<file path="src/include/core_defs.svh">
`ifndef CORE_DEFS_SVH
`define CORE_DEFS_SVH

// Fetch address after reset
`define PC_START 32'h0000_0000

// Pattern table index width, also the global history length
`define GHR_BITS 5

// Target buffer entries as log2
`define BTB_BITS 5

// Architectural integer registers
`define RF_ENTRIES 32

`endif

</file>
<file path="src/source/coreTypes_pkg.sv">
package coreTypes_pkg;

    // RV32I major opcodes handled by the core
    typedef enum logic [6:0] {
        opImm    = 7'b0010011,
        opReg    = 7'b0110011,
        opLui    = 7'b0110111,
        opBranch = 7'b1100011,
        opJal    = 7'b1101111,
        opJalr   = 7'b1100111
    } opcode_e;

    typedef enum logic [2:0] {aluAdd, aluSub, aluAnd, aluOr, aluXor, aluSlt} aluOp_e;

    typedef enum logic [2:0] {immI, immB, immJ, immU} immSel_e;

    typedef enum logic {fwdReg, fwdWb} fwdSel_e; // Register file or writeback result

    typedef enum logic [1:0] {resAlu, resPc4, resImm} resultSel_e;

    // One instruction word, seen as R-type fields or as I-type fields
    typedef union packed {
        struct packed {
            logic [6:0] funct7;
            logic [4:0] rs2;
            logic [4:0] rs1;
            logic [2:0] funct3;
            logic [4:0] rd;
            opcode_e    op;
        } rView;
        struct packed {
            logic [11:0] imm12;
            logic [4:0]  rs1;
            logic [2:0]  funct3;
            logic [4:0]  rd;
            opcode_e     op;
        } iView;
    } instrWord_u;

endpackage

</file>
<file path="src/source/branchPredictor.sv">
`include "core_defs.svh"

module branchPredictor (
    input  logic                 clk,
    input  logic                 reset,
    input  logic [31:0]          pcF_i,
    output logic                 predTakenF_o,
    output logic [31:0]          predTargetF_o,
    output logic [`GHR_BITS-1:0] phtIdxF_o,
    input  logic                 phtWeE_i,
    input  logic                 phtIncE_i,
    input  logic [`GHR_BITS-1:0] phtIdxE_i,
    input  logic                 ghrClearE_i,
    input  logic                 btbWeE_i,
    input  logic [`BTB_BITS-1:0] btbIdxE_i,
    input  logic [31:0]          btbTargetE_i
);

    localparam int PhtSize = 1 << `GHR_BITS;
    localparam int BtbSize = 1 << `BTB_BITS;
    localparam int TagBits = 30 - `BTB_BITS;

    logic [1:0]           pht [PhtSize];       // 2-bit saturating counters
    logic [`GHR_BITS-1:0] ghr;
    logic [BtbSize-1:0]   btbValid;
    logic [TagBits-1:0]   btbTag [BtbSize];
    logic [31:0]          btbTarget [BtbSize];
    logic [TagBits-1:0]   tagD;
    logic [TagBits-1:0]   tagE;
    logic [`BTB_BITS-1:0] btbIdxF;
    logic                 btbHitF;

    // Gshare style index
    assign phtIdxF_o = pcF_i[`GHR_BITS+1:2] ^ ghr;

    assign btbIdxF = pcF_i[`BTB_BITS+1:2];
    assign btbHitF = btbValid[btbIdxF] && (btbTag[btbIdxF] == pcF_i[31:`BTB_BITS+2]);

    assign predTakenF_o  = pht[phtIdxF_o][1] && btbHitF;
    assign predTargetF_o = btbTarget[btbIdxF];

    always_ff @(posedge clk) begin
        if (reset) begin
            ghr      <= '0;
            btbValid <= '0;
            for (int i = 0; i < PhtSize; i++) begin
                pht[i] <= 2'b01; // Weakly not taken
            end
        end else begin
            if (ghrClearE_i) begin
                ghr <= '0;
            end else if (phtWeE_i) begin
                ghr <= {ghr[`GHR_BITS-2:0], phtIncE_i};
            end
            if (phtWeE_i) begin
                if (phtIncE_i && pht[phtIdxE_i] != 2'b11) begin
                    pht[phtIdxE_i] <= pht[phtIdxE_i] + 2'b01;
                end else if (!phtIncE_i && pht[phtIdxE_i] != 2'b00) begin
                    pht[phtIdxE_i] <= pht[phtIdxE_i] - 2'b01;
                end
            end
            if (btbWeE_i) begin
                btbValid[btbIdxE_i] <= 1'b1;
            end
        end
    end

    // No stalls in the core, so the fetch tag two cycles back belongs to execute
    always_ff @(posedge clk) begin
        tagD <= pcF_i[31:`BTB_BITS+2];
        tagE <= tagD;
        if (btbWeE_i) begin
            btbTag[btbIdxE_i]    <= tagE;
            btbTarget[btbIdxE_i] <= btbTargetE_i;
        end
    end

endmodule

</file>
<file path="src/source/controlUnit.sv">
module controlUnit import coreTypes_pkg::*; (
    input  logic       clk,
    input  logic       reset,
    input  instrWord_u instrD_i,
    input  logic [4:0] rs1E_i,
    input  logic [4:0] rs2E_i,
    input  logic [4:0] rdW_i,
    input  logic       regWriteW_i,
    input  logic       redirectE_i,
    output immSel_e    immSelD_o,
    output aluOp_e     aluOpE_o,
    output logic       aluSrcImmE_o,
    output resultSel_e resultSelE_o,
    output logic       regWriteE_o,
    output logic       isBranchE_o,
    output logic       isJumpE_o,
    output logic       isJalrE_o,
    output logic       branchNeE_o,
    output fwdSel_e    fwdAE_o,
    output fwdSel_e    fwdBE_o,
    output logic       flushD_o,
    output logic       flushE_o
);

    aluOp_e     aluFunctD;
    aluOp_e     aluOpD;
    logic       aluSrcImmD;
    resultSel_e resultSelD;
    logic       regWriteD;
    logic       isBranchD;
    logic       isJumpD;
    logic       isJalrD;

    // ALU decoder from funct3, funct7[5] picks sub for register forms only
    always_comb begin
        case (instrD_i.rView.funct3)
            3'b000: begin
                aluFunctD = (instrD_i.rView.op == opReg && instrD_i.rView.funct7[5]) ?
                            aluSub : aluAdd;
            end
            3'b010:  aluFunctD = aluSlt;
            3'b100:  aluFunctD = aluXor;
            3'b110:  aluFunctD = aluOr;
            3'b111:  aluFunctD = aluAnd;
            default: aluFunctD = aluAdd;
        endcase
    end

    // Main decoder
    always_comb begin
        immSelD_o  = immI;
        aluOpD     = aluAdd;
        aluSrcImmD = 1'b0;
        resultSelD = resAlu;
        regWriteD  = 1'b0;
        isBranchD  = 1'b0;
        isJumpD    = 1'b0;
        isJalrD    = 1'b0;
        case (instrD_i.rView.op)
            opReg: begin
                aluOpD    = aluFunctD;
                regWriteD = 1'b1;
            end
            opImm: begin
                aluOpD     = aluFunctD;
                aluSrcImmD = 1'b1;
                regWriteD  = 1'b1;
            end
            opLui: begin
                immSelD_o  = immU;
                resultSelD = resImm;
                regWriteD  = 1'b1;
            end
            opBranch: begin
                immSelD_o = immB;
                aluOpD    = aluSub; // Equality through the zero flag
                isBranchD = 1'b1;
            end
            opJal: begin
                immSelD_o  = immJ;
                resultSelD = resPc4;
                regWriteD  = 1'b1;
                isJumpD    = 1'b1;
            end
            opJalr: begin
                aluSrcImmD = 1'b1; // rs1 + imm gives the target
                resultSelD = resPc4;
                regWriteD  = 1'b1;
                isJumpD    = 1'b1;
                isJalrD    = 1'b1;
            end
            default: ; // Bubble or unsupported, no side effects
        endcase
    end

    // Execute stage controls
    always_ff @(posedge clk) begin
        if (reset || flushE_o) begin
            aluOpE_o     <= aluAdd;
            aluSrcImmE_o <= 1'b0;
            resultSelE_o <= resAlu;
            regWriteE_o  <= 1'b0;
            isBranchE_o  <= 1'b0;
            isJumpE_o    <= 1'b0;
            isJalrE_o    <= 1'b0;
            branchNeE_o  <= 1'b0;
        end else begin
            aluOpE_o     <= aluOpD;
            aluSrcImmE_o <= aluSrcImmD;
            resultSelE_o <= resultSelD;
            regWriteE_o  <= regWriteD;
            isBranchE_o  <= isBranchD;
            isJumpE_o    <= isJumpD;
            isJalrE_o    <= isJalrD;
            branchNeE_o  <= instrD_i.rView.funct3[0];
        end
    end

    // Writeback to execute bypass
    assign fwdAE_o = (regWriteW_i && rdW_i != 5'd0 && rdW_i == rs1E_i) ? fwdWb : fwdReg;
    assign fwdBE_o = (regWriteW_i && rdW_i != 5'd0 && rdW_i == rs2E_i) ? fwdWb : fwdReg;

    // Wrong path sits in fetch and decode
    assign flushD_o = redirectE_i;
    assign flushE_o = redirectE_i;

endmodule

</file>
<file path="src/source/datapath.sv">
`include "core_defs.svh"

module datapath import coreTypes_pkg::*; (
    input  logic                 clk,
    input  logic                 reset,
    input  logic [31:0]          instrF_i,
    output logic [31:0]          pcF_o,
    input  logic                 predTakenF_i,
    input  logic [31:0]          predTargetF_i,
    input  logic [`GHR_BITS-1:0] phtIdxF_i,
    output logic                 phtWeE_o,
    output logic                 phtIncE_o,
    output logic [`GHR_BITS-1:0] phtIdxE_o,
    output logic                 ghrClearE_o,
    output logic                 btbWeE_o,
    output logic [`BTB_BITS-1:0] btbIdxE_o,
    output logic [31:0]          btbTargetE_o,
    output instrWord_u           instrD_o,
    output logic [4:0]           rs1E_o,
    output logic [4:0]           rs2E_o,
    output logic [4:0]           rdE_o,
    input  immSel_e              immSelD_i,
    input  aluOp_e               aluOpE_i,
    input  logic                 aluSrcImmE_i,
    input  resultSel_e           resultSelE_i,
    input  logic                 regWriteE_i,
    input  logic                 isBranchE_i,
    input  logic                 isJumpE_i,
    input  logic                 isJalrE_i,
    input  logic                 branchNeE_i,
    input  fwdSel_e              fwdAE_i,
    input  fwdSel_e              fwdBE_i,
    input  logic                 flushD_i,
    input  logic                 flushE_i,
    output logic                 redirectE_o,
    output logic [4:0]           rdW_o,
    output logic                 regWriteW_o,
    output logic [31:0]          resultW_o
);

    logic [31:0] regFile [`RF_ENTRIES];

    // Fetch
    logic [31:0] pcPlus4F;
    logic [31:0] pcNextF;
    logic [31:0] correctPcE;

    // Decode
    logic [31:0]          pcD;
    logic [31:0]          predTargetD;
    logic                 predTakenD;
    logic [`GHR_BITS-1:0] phtIdxD;
    logic [4:0]           rs1D;
    logic [4:0]           rs2D;
    logic [31:0]          rd1D;
    logic [31:0]          rd2D;
    logic [31:0]          immD;

    // Execute
    logic [31:0] pcE;
    logic [31:0] predTargetE;
    logic        predTakenE;
    logic [31:0] rd1E;
    logic [31:0] rd2E;
    logic [31:0] immE;
    logic [31:0] srcAE;
    logic [31:0] srcBRegE;
    logic [31:0] srcBE;
    logic [31:0] aluResultE;
    logic [31:0] targetE;
    logic [31:0] pcPlus4E;
    logic        zeroE;
    logic        condE;
    logic        takenE;

    // Writeback
    logic [31:0] aluResultW;
    logic [31:0] pcPlus4W;
    logic [31:0] immW;
    resultSel_e  resultSelW;

    assign pcPlus4F = pcF_o + 32'd4;

    // Correction first, then prediction
    assign pcNextF = redirectE_o  ? correctPcE    :
                     predTakenF_i ? predTargetF_i : pcPlus4F;

    always_ff @(posedge clk) begin
        if (reset) begin
            pcF_o <= `PC_START;
        end else begin
            pcF_o <= pcNextF;
        end
    end

    always_ff @(posedge clk) begin
        if (reset || flushD_i) begin
            instrD_o   <= '0; // All-zero word decodes as a bubble
            predTakenD <= 1'b0;
        end else begin
            instrD_o   <= instrF_i;
            predTakenD <= predTakenF_i;
        end
        pcD         <= pcF_o;
        predTargetD <= predTargetF_i;
        phtIdxD     <= phtIdxF_i;
    end

    assign rs1D = instrD_o.rView.rs1;
    assign rs2D = instrD_o.rView.rs2;

    // Write first, then read with a bypass for the same register
    always_ff @(posedge clk) begin
        if (regWriteW_o && rdW_o != 5'd0) begin
            regFile[rdW_o] <= resultW_o;
        end
    end

    assign rd1D = (rs1D == 5'd0) ? 32'd0 :
                  (regWriteW_o && rdW_o == rs1D) ? resultW_o : regFile[rs1D];
    assign rd2D = (rs2D == 5'd0) ? 32'd0 :
                  (regWriteW_o && rdW_o == rs2D) ? resultW_o : regFile[rs2D];

    // Immediates, B type from the R view and J and U types from the I view
    always_comb begin
        case (immSelD_i)
            immB: begin
                immD = {{20{instrD_o.rView.funct7[6]}}, instrD_o.rView.rd[0],
                        instrD_o.rView.funct7[5:0], instrD_o.rView.rd[4:1], 1'b0};
            end
            immJ: begin
                immD = {{12{instrD_o.iView.imm12[11]}}, instrD_o.iView.rs1,
                        instrD_o.iView.funct3, instrD_o.iView.imm12[0],
                        instrD_o.iView.imm12[10:1], 1'b0};
            end
            immU: begin
                immD = {instrD_o.iView.imm12, instrD_o.iView.rs1,
                        instrD_o.iView.funct3, 12'd0};
            end
            default: immD = {{20{instrD_o.iView.imm12[11]}}, instrD_o.iView.imm12};
        endcase
    end

    always_ff @(posedge clk) begin
        if (reset || flushE_i) begin
            rs1E_o     <= 5'd0;
            rs2E_o     <= 5'd0;
            rdE_o      <= 5'd0;
            predTakenE <= 1'b0;
        end else begin
            rs1E_o     <= rs1D;
            rs2E_o     <= rs2D;
            rdE_o      <= instrD_o.rView.rd;
            predTakenE <= predTakenD;
        end
        pcE         <= pcD;
        predTargetE <= predTargetD;
        phtIdxE_o   <= phtIdxD;
        rd1E        <= rd1D;
        rd2E        <= rd2D;
        immE        <= immD;
    end

    assign srcAE    = (fwdAE_i == fwdWb) ? resultW_o : rd1E;
    assign srcBRegE = (fwdBE_i == fwdWb) ? resultW_o : rd2E;
    assign srcBE    = aluSrcImmE_i ? immE : srcBRegE;

    always_comb begin
        case (aluOpE_i)
            aluSub:  aluResultE = srcAE - srcBE;
            aluAnd:  aluResultE = srcAE & srcBE;
            aluOr:   aluResultE = srcAE | srcBE;
            aluXor:  aluResultE = srcAE ^ srcBE;
            aluSlt:  aluResultE = {31'd0, $signed(srcAE) < $signed(srcBE)};
            default: aluResultE = srcAE + srcBE;
        endcase
    end

    assign zeroE    = (aluResultE == 32'd0);
    assign condE    = branchNeE_i ? !zeroE : zeroE; // bne or beq sense
    assign takenE   = (isBranchE_i && condE) || isJumpE_i;
    assign pcPlus4E = pcE + 32'd4;
    assign targetE  = isJalrE_i ? {aluResultE[31:1], 1'b0} : pcE + immE;

    // Wrong direction, or taken to the wrong place
    assign redirectE_o = takenE ? (!predTakenE || predTargetE != targetE) : predTakenE;
    assign correctPcE  = takenE ? targetE : pcPlus4E;

    // Predictor training
    assign phtWeE_o     = isBranchE_i;
    assign phtIncE_o    = condE;
    assign ghrClearE_o  = redirectE_o;
    assign btbWeE_o     = takenE;
    assign btbIdxE_o    = pcE[`BTB_BITS+1:2];
    assign btbTargetE_o = targetE;

    always_ff @(posedge clk) begin
        if (reset) begin
            regWriteW_o <= 1'b0;
            rdW_o       <= 5'd0;
        end else begin
            regWriteW_o <= regWriteE_i;
            rdW_o       <= rdE_o;
        end
        aluResultW <= aluResultE;
        pcPlus4W   <= pcPlus4E;
        immW       <= immE;
        resultSelW <= resultSelE_i;
    end

    always_comb begin
        case (resultSelW)
            resPc4:  resultW_o = pcPlus4W;
            resImm:  resultW_o = immW;
            default: resultW_o = aluResultW;
        endcase
    end

endmodule

</file>
<file path="src/source/pipeCore.sv">
`include "core_defs.svh"

module pipeCore import coreTypes_pkg::*; (
    input  logic        clk,
    input  logic        reset,
    output logic [31:0] pcF_o,
    input  logic [31:0] instrF_i,
    output logic        regWriteW_o,
    output logic [4:0]  rdW_o,
    output logic [31:0] resultW_o,
    output logic        redirect_o
);

    // Predictor links
    logic                 predTakenF;
    logic [31:0]          predTargetF;
    logic [`GHR_BITS-1:0] phtIdxF;
    logic                 phtWeE;
    logic                 phtIncE;
    logic [`GHR_BITS-1:0] phtIdxE;
    logic                 ghrClearE;
    logic                 btbWeE;
    logic [`BTB_BITS-1:0] btbIdxE;
    logic [31:0]          btbTargetE;

    // Control links
    instrWord_u instrD;
    logic [4:0] rs1E;
    logic [4:0] rs2E;
    immSel_e    immSelD;
    aluOp_e     aluOpE;
    logic       aluSrcImmE;
    resultSel_e resultSelE;
    logic       regWriteE;
    logic       isBranchE;
    logic       isJumpE;
    logic       isJalrE;
    logic       branchNeE;
    fwdSel_e    fwdAE;
    fwdSel_e    fwdBE;
    logic       flushD;
    logic       flushE;
    logic       redirectE;

    assign redirect_o = redirectE;

    branchPredictor predictor (
        .clk           (clk),
        .reset         (reset),
        .pcF_i         (pcF_o),
        .predTakenF_o  (predTakenF),
        .predTargetF_o (predTargetF),
        .phtIdxF_o     (phtIdxF),
        .phtWeE_i      (phtWeE),
        .phtIncE_i     (phtIncE),
        .phtIdxE_i     (phtIdxE),
        .ghrClearE_i   (ghrClearE),
        .btbWeE_i      (btbWeE),
        .btbIdxE_i     (btbIdxE),
        .btbTargetE_i  (btbTargetE)
    );

    controlUnit control (
        .clk          (clk),
        .reset        (reset),
        .instrD_i     (instrD),
        .rs1E_i       (rs1E),
        .rs2E_i       (rs2E),
        .rdW_i        (rdW_o),
        .regWriteW_i  (regWriteW_o),
        .redirectE_i  (redirectE),
        .immSelD_o    (immSelD),
        .aluOpE_o     (aluOpE),
        .aluSrcImmE_o (aluSrcImmE),
        .resultSelE_o (resultSelE),
        .regWriteE_o  (regWriteE),
        .isBranchE_o  (isBranchE),
        .isJumpE_o    (isJumpE),
        .isJalrE_o    (isJalrE),
        .branchNeE_o  (branchNeE),
        .fwdAE_o      (fwdAE),
        .fwdBE_o      (fwdBE),
        .flushD_o     (flushD),
        .flushE_o     (flushE)
    );

    datapath dp (
        .clk           (clk),
        .reset         (reset),
        .instrF_i      (instrF_i),
        .pcF_o         (pcF_o),
        .predTakenF_i  (predTakenF),
        .predTargetF_i (predTargetF),
        .phtIdxF_i     (phtIdxF),
        .phtWeE_o      (phtWeE),
        .phtIncE_o     (phtIncE),
        .phtIdxE_o     (phtIdxE),
        .ghrClearE_o   (ghrClearE),
        .btbWeE_o      (btbWeE),
        .btbIdxE_o     (btbIdxE),
        .btbTargetE_o  (btbTargetE),
        .instrD_o      (instrD),
        .rs1E_o        (rs1E),
        .rs2E_o        (rs2E),
        .rdE_o         (),
        .immSelD_i     (immSelD),
        .aluOpE_i      (aluOpE),
        .aluSrcImmE_i  (aluSrcImmE),
        .resultSelE_i  (resultSelE),
        .regWriteE_i   (regWriteE),
        .isBranchE_i   (isBranchE),
        .isJumpE_i     (isJumpE),
        .isJalrE_i     (isJalrE),
        .branchNeE_i   (branchNeE),
        .fwdAE_i       (fwdAE),
        .fwdBE_i       (fwdBE),
        .flushD_i      (flushD),
        .flushE_i      (flushE),
        .redirectE_o   (redirectE),
        .rdW_o         (rdW_o),
        .regWriteW_o   (regWriteW_o),
        .resultW_o     (resultW_o)
    );

endmodule

</file>
<file path="config.mk">
export PLATFORM = sky130hd
export DESIGN_NAME = pipeCore
export DESIGN_NICKNAME = d
export VERILOG_FILES = /design/src/source/coreTypes_pkg.sv /design/src/source/branchPredictor.sv /design/src/source/controlUnit.sv /design/src/source/datapath.sv /design/src/source/pipeCore.sv
export VERILOG_INCLUDE_DIRS = /design/src /design/src/include
export SDC_FILE = /design/constraint.sdc
export NUM_CORES = 2
export LEC_CHECK = 0
export BUFFER_PORTS_ARGS = -buffer_cell sky130_fd_sc_hd__buf_4
export CAP_MARGIN = 20
export CORE_ASPECT_RATIO = 1.5
export CORE_UTILIZATION = 65
export DETAILED_ROUTE_END_ITERATION = 7
export PLACE_DENSITY = 0.81
export SLEW_MARGIN = 20
export SYNTH_ARGS = -nofsm -noshare
export SYNTH_HDL_FRONTEND = slang
export SYNTH_SLANG_ARGS = --single-unit
</file>
<file path="constraint.sdc">
create_clock -name clk -period 25.9 [get_ports clk]
set_clock_uncertainty 0.2 [all_clocks]
set_input_delay 2.59 -clock clk [delete_from_list [all_inputs] [get_ports clk]]
set_output_delay 2.59 -clock clk [all_outputs]
set_load 0.01 [all_outputs]
</file>
==> impl_metrics.py <==
metrics = {
    "cts": {
        "cts_buffers": 307,
        "clock-sinks": 3379,
        "cts_tree": "done",
        "cts_hold_buf": 0,
        "clk_latency_ns": 0.89,
        "cts_max_path_buffers": 4,
        "clk_pin_slew_ns": 0.07,
        "post_cts_buffers": 0,
        "htreeDepth": 5,
        "cts_root_buf": "clkbuf_16",
        "post_cts_resized": 0,
    },
    "floorplan": {
        "io_pins": 105,
        "start_util": 0.655,
        "num_rows": 212,
        "die_area_mm2": 0.226,
        "die_w_um": 389,
        "fp.coreArea_mm2": 0.223,
        "die_h_um": 582,
    },
    "setup_path": {
        "cp_max_fo": 26,
        "reg2regPathDepth": 23,
        "regToRegSetupSlack_ns": 14.14,
        "r2r_end": "predictor.btbTarget[14][4]$_DFFE_PP_",
        "required_ns": 23.11,
        "worstSetupPathType": "flip-flop to output port",
        "worstSetupStartpointType": "flip-flop",
        "crit_path_end_kind": "output port",
        "arrival_ns": 9.97,
        "regToRegStartpoint": "dp.rdW_o[4]$_SDFF_PP0_",
    },
    "logic_synthesis": {
        "yosys.cell_types.count": 106,
        "synth_edf_count": 2912,
        "ys_seq_elements": 3379,
        "avgSynthCellArea_um2": 18.1,
        "syn-cell-area_mm2": 0.146,
        "synth-main-ff-cell": "edfxtp_1",
        "yosysWarnings": 0,
        "yosysSeqAreaShare": 0.664,
        "synthesis.instances": 8042,
        "async_flop_share": 0,
    },
    "global_route": {
        "track_usage": 0.404,
        "grt_max_degree": 114,
        "grt_pass1_vias": 88200,
        "antenna_found_initial": 4,
        "overflow": 0,
        "grt_pass1_wl_um": 640000,
    },
    "timing": {
        "period_needed_ns": 12.76,
        "fmax_mhz": 78.3,
        "fin_tns_setup_ns": 0,
        "final_max_slew_viol_count": 0,
        "setup_viol": 0,
        "report.final.hold_viol_count": 0,
        "hold_ws_ns": 0.0988,
        "rsz0062_at_grt": "no",
        "worst_slew_pin_slew_ns": 1.31,
        "relSlewSlack": 0.129,
        "period_share": 0.493,
    },
    "worst_hold_path": {
        "worstHoldEndpoint": "dp.predTargetE[1]$_DFF_P_",
        "min_from": "dp.predTargetD[1]$_DFF_P_",
        "hold_depth": 0,
        "hold_class": "flip-flop to flip-flop",
    },
    "drt": {
        "routedWlPerCell_um": 39.9,
        "via_per_inst": 7.58,
        "firstDrtPassIters": 8,
        "vias": 86000,
        "ant_nets": 0,
        "drt-total-wl_um": 453000,
        "drt_iter0_drc": 11800,
        "post-route-drc-count": 2,
    },
    "final_layout": {
        "area_growth_pct": 10.3,
        "layout.nets": 8372,
        "layout_commonest_cell": "edfxtp_1",
        "drive_above_1_share": 0.278,
        "layout_common_cells": "edfxtp_1 (2912), mux4_2 (1246), dfxtp_1 (446), buf_4 (355), nor2_1 (345)",
    },
    "placement": {
        "port_buffers": 104,
        "hpwl_um": 264000,
        "place.gp.congestion": 0.987,
    },
    "pwr": {
        "power.leakage_nw": 51.7,
        "p_per_area_mw_per_mm2": 78.1,
        "peakVddDrop_mv": 0.0755,
    },
    "status": {
        "violations": "DRC",
        "status": "complete, but fails checks",
    },
    "job": {
        "maxCapViolCount": 0,
    },
}
## how the worst max path moves through the flow
stage | from | to | slack [ns]
2_1_floorplan | dp.resultSelW[0]$_DFF_P_ | redirect_o | 15.11
4_1_cts | dp.rdW_o[4]$_SDFF_PP0_ | redirect_o | 13.29
3_3_place_gp | dp.rdW_o[3]$_SDFF_PP0_ | redirect_o | 14.32
3_5_place_dp | dp.rdW_o[4]$_SDFF_PP0_ | redirect_o | 14.23
5_1_grt | dp.rdW_o[4]$_SDFF_PP0_ | redirect_o | 12.98
6_report | dp.rdW_o[4]$_SDFF_PP0_ | redirect_o | 13.14
## per-stage QoR
| step | power [W] | area, µm² | utilization | instances | worst slack (ns) |
|---|---|---|---|---|---|
| after floorplan | 0.00745 | 146000 | - | 8073 | 15.11 |
| after global placement | 0.00806 | 151000 | 0.678 | 10800 | 14.32 |
| after detailed placement | 0.00810 | 151000 | 0.678 | 10800 | 14.23 |
| after CTS | 0.0126 | 161000 | 0.722 | 11300 | 13.29 |
| after global routing | 0.0129 | 161000 | 0.722 | 11300 | 12.98 |
| final | 0.0126 | 161000 | 0.722 | 11300 | 13.14 |
## cells in the mapped netlist (46+ instances only)
| cell | n | area (µm²) |
|---|---|---|
| a211oi_1 | 120 | 901 |
| a21oi_1 | 176 | 881 |
| a31oi_1 | 51 | 319 |
| and3_1 | 83 | 519 |
| buf_1 | 125 | 469 |
| clkbuf_1 | 365 | 1370 |
| dfxtp_1 | 467 | 9350 |
| edfxtp_1 | 2912 | 87400 |
| ha_1 | 134 | 1680 |
| inv_1 | 136 | 510 |
| mux2_2 | 76 | 856 |
| mux2i_1 | 155 | 1550 |
| mux4_2 | 1246 | 28100 |
| nand2_1 | 262 | 983 |
| nand3_1 | 119 | 596 |
| nand4_1 | 47 | 294 |
| nor2_1 | 410 | 1540 |
| nor2b_1 | 47 | 294 |
| nor3_1 | 56 | 280 |
| nor4_1 | 92 | 576 |
| o21ai_0 | 166 | 831 |
| o31ai_1 | 46 | 345 |
| xnor2_1 | 100 | 876 |
| xor2_1 | 61 | 534 |
## sequential cells by signal (all words and copies together), names as in the netlist, 64 cells and up
signal and cells:
predictor.btbTag 800, predictor.btbTarget 1024, dp.regFile 1024, predictor.pht 64
## final cells by class
cell class,count,area (µm²)
sequential,3379,96900
fill,12500,61900
multi-input combinational,4010,47300
clock buffer,409,8510
tap,2889,3610
timing repair buffer,360,2770
clock inverter,147,1290
inverter,143,538
antenna,8,20.0
## report_power, final
group	internal, W	switching, W	leakage (nW)
Combinational	0.000591	0.00115	16.4
Sequential	0.00622	0.0000742	30.5
Clock	0.00250	0.00204	4.78
## critical path, cell delays in order (launching register included)
cell and delay, ns:
dfxtp_1 0.64, or3_1 0.36, o31ai_1 0.22, nor4_2 0.80, buf_4 0.34, buf_4 0.48
mux2i_1 0.24, o21ai_0 0.13, ha_1 0.65, inv_1 0.20, o31ai_1 0.81, a21oi_1 0.20
and4_1 0.27, mux2_2 0.26, nor4_1 0.65, nand4bb_1 0.28, or4_1 0.51, nor4_4 0.44
mux2i_4 0.85, nand2_1 0.17, a21o_2 0.24, inv_2 0.15, buf_4 0.18
## kinds of logic after synthesis
logic type / Yosys count / synth area share
mux: 1501 / 0.211
xor+xnor: 166 / 0.0105
fa+ha+maj: 137 / 0.0119
other cells: 1 / 0.0000257
compound gates: 888 / 0.0416
buf+inv: 684 / 0.0183
flops: 3379 / 0.664
simple gates: 1286 / 0.0435
## metal layers
layer | routed length, µm | GRT usage | vias to the layer above
li1 | - | - | 33300
met1 | 141000 | 0.470 | 43900
met5 | 13 | 0 | -
met4 | 38200 | 0.277 | 2
met2 | 229000 | 0.682 | 6836
met3 | 45200 | 0.0770 | 1873
Note: power is estimated with default switching activity, not from simulation.
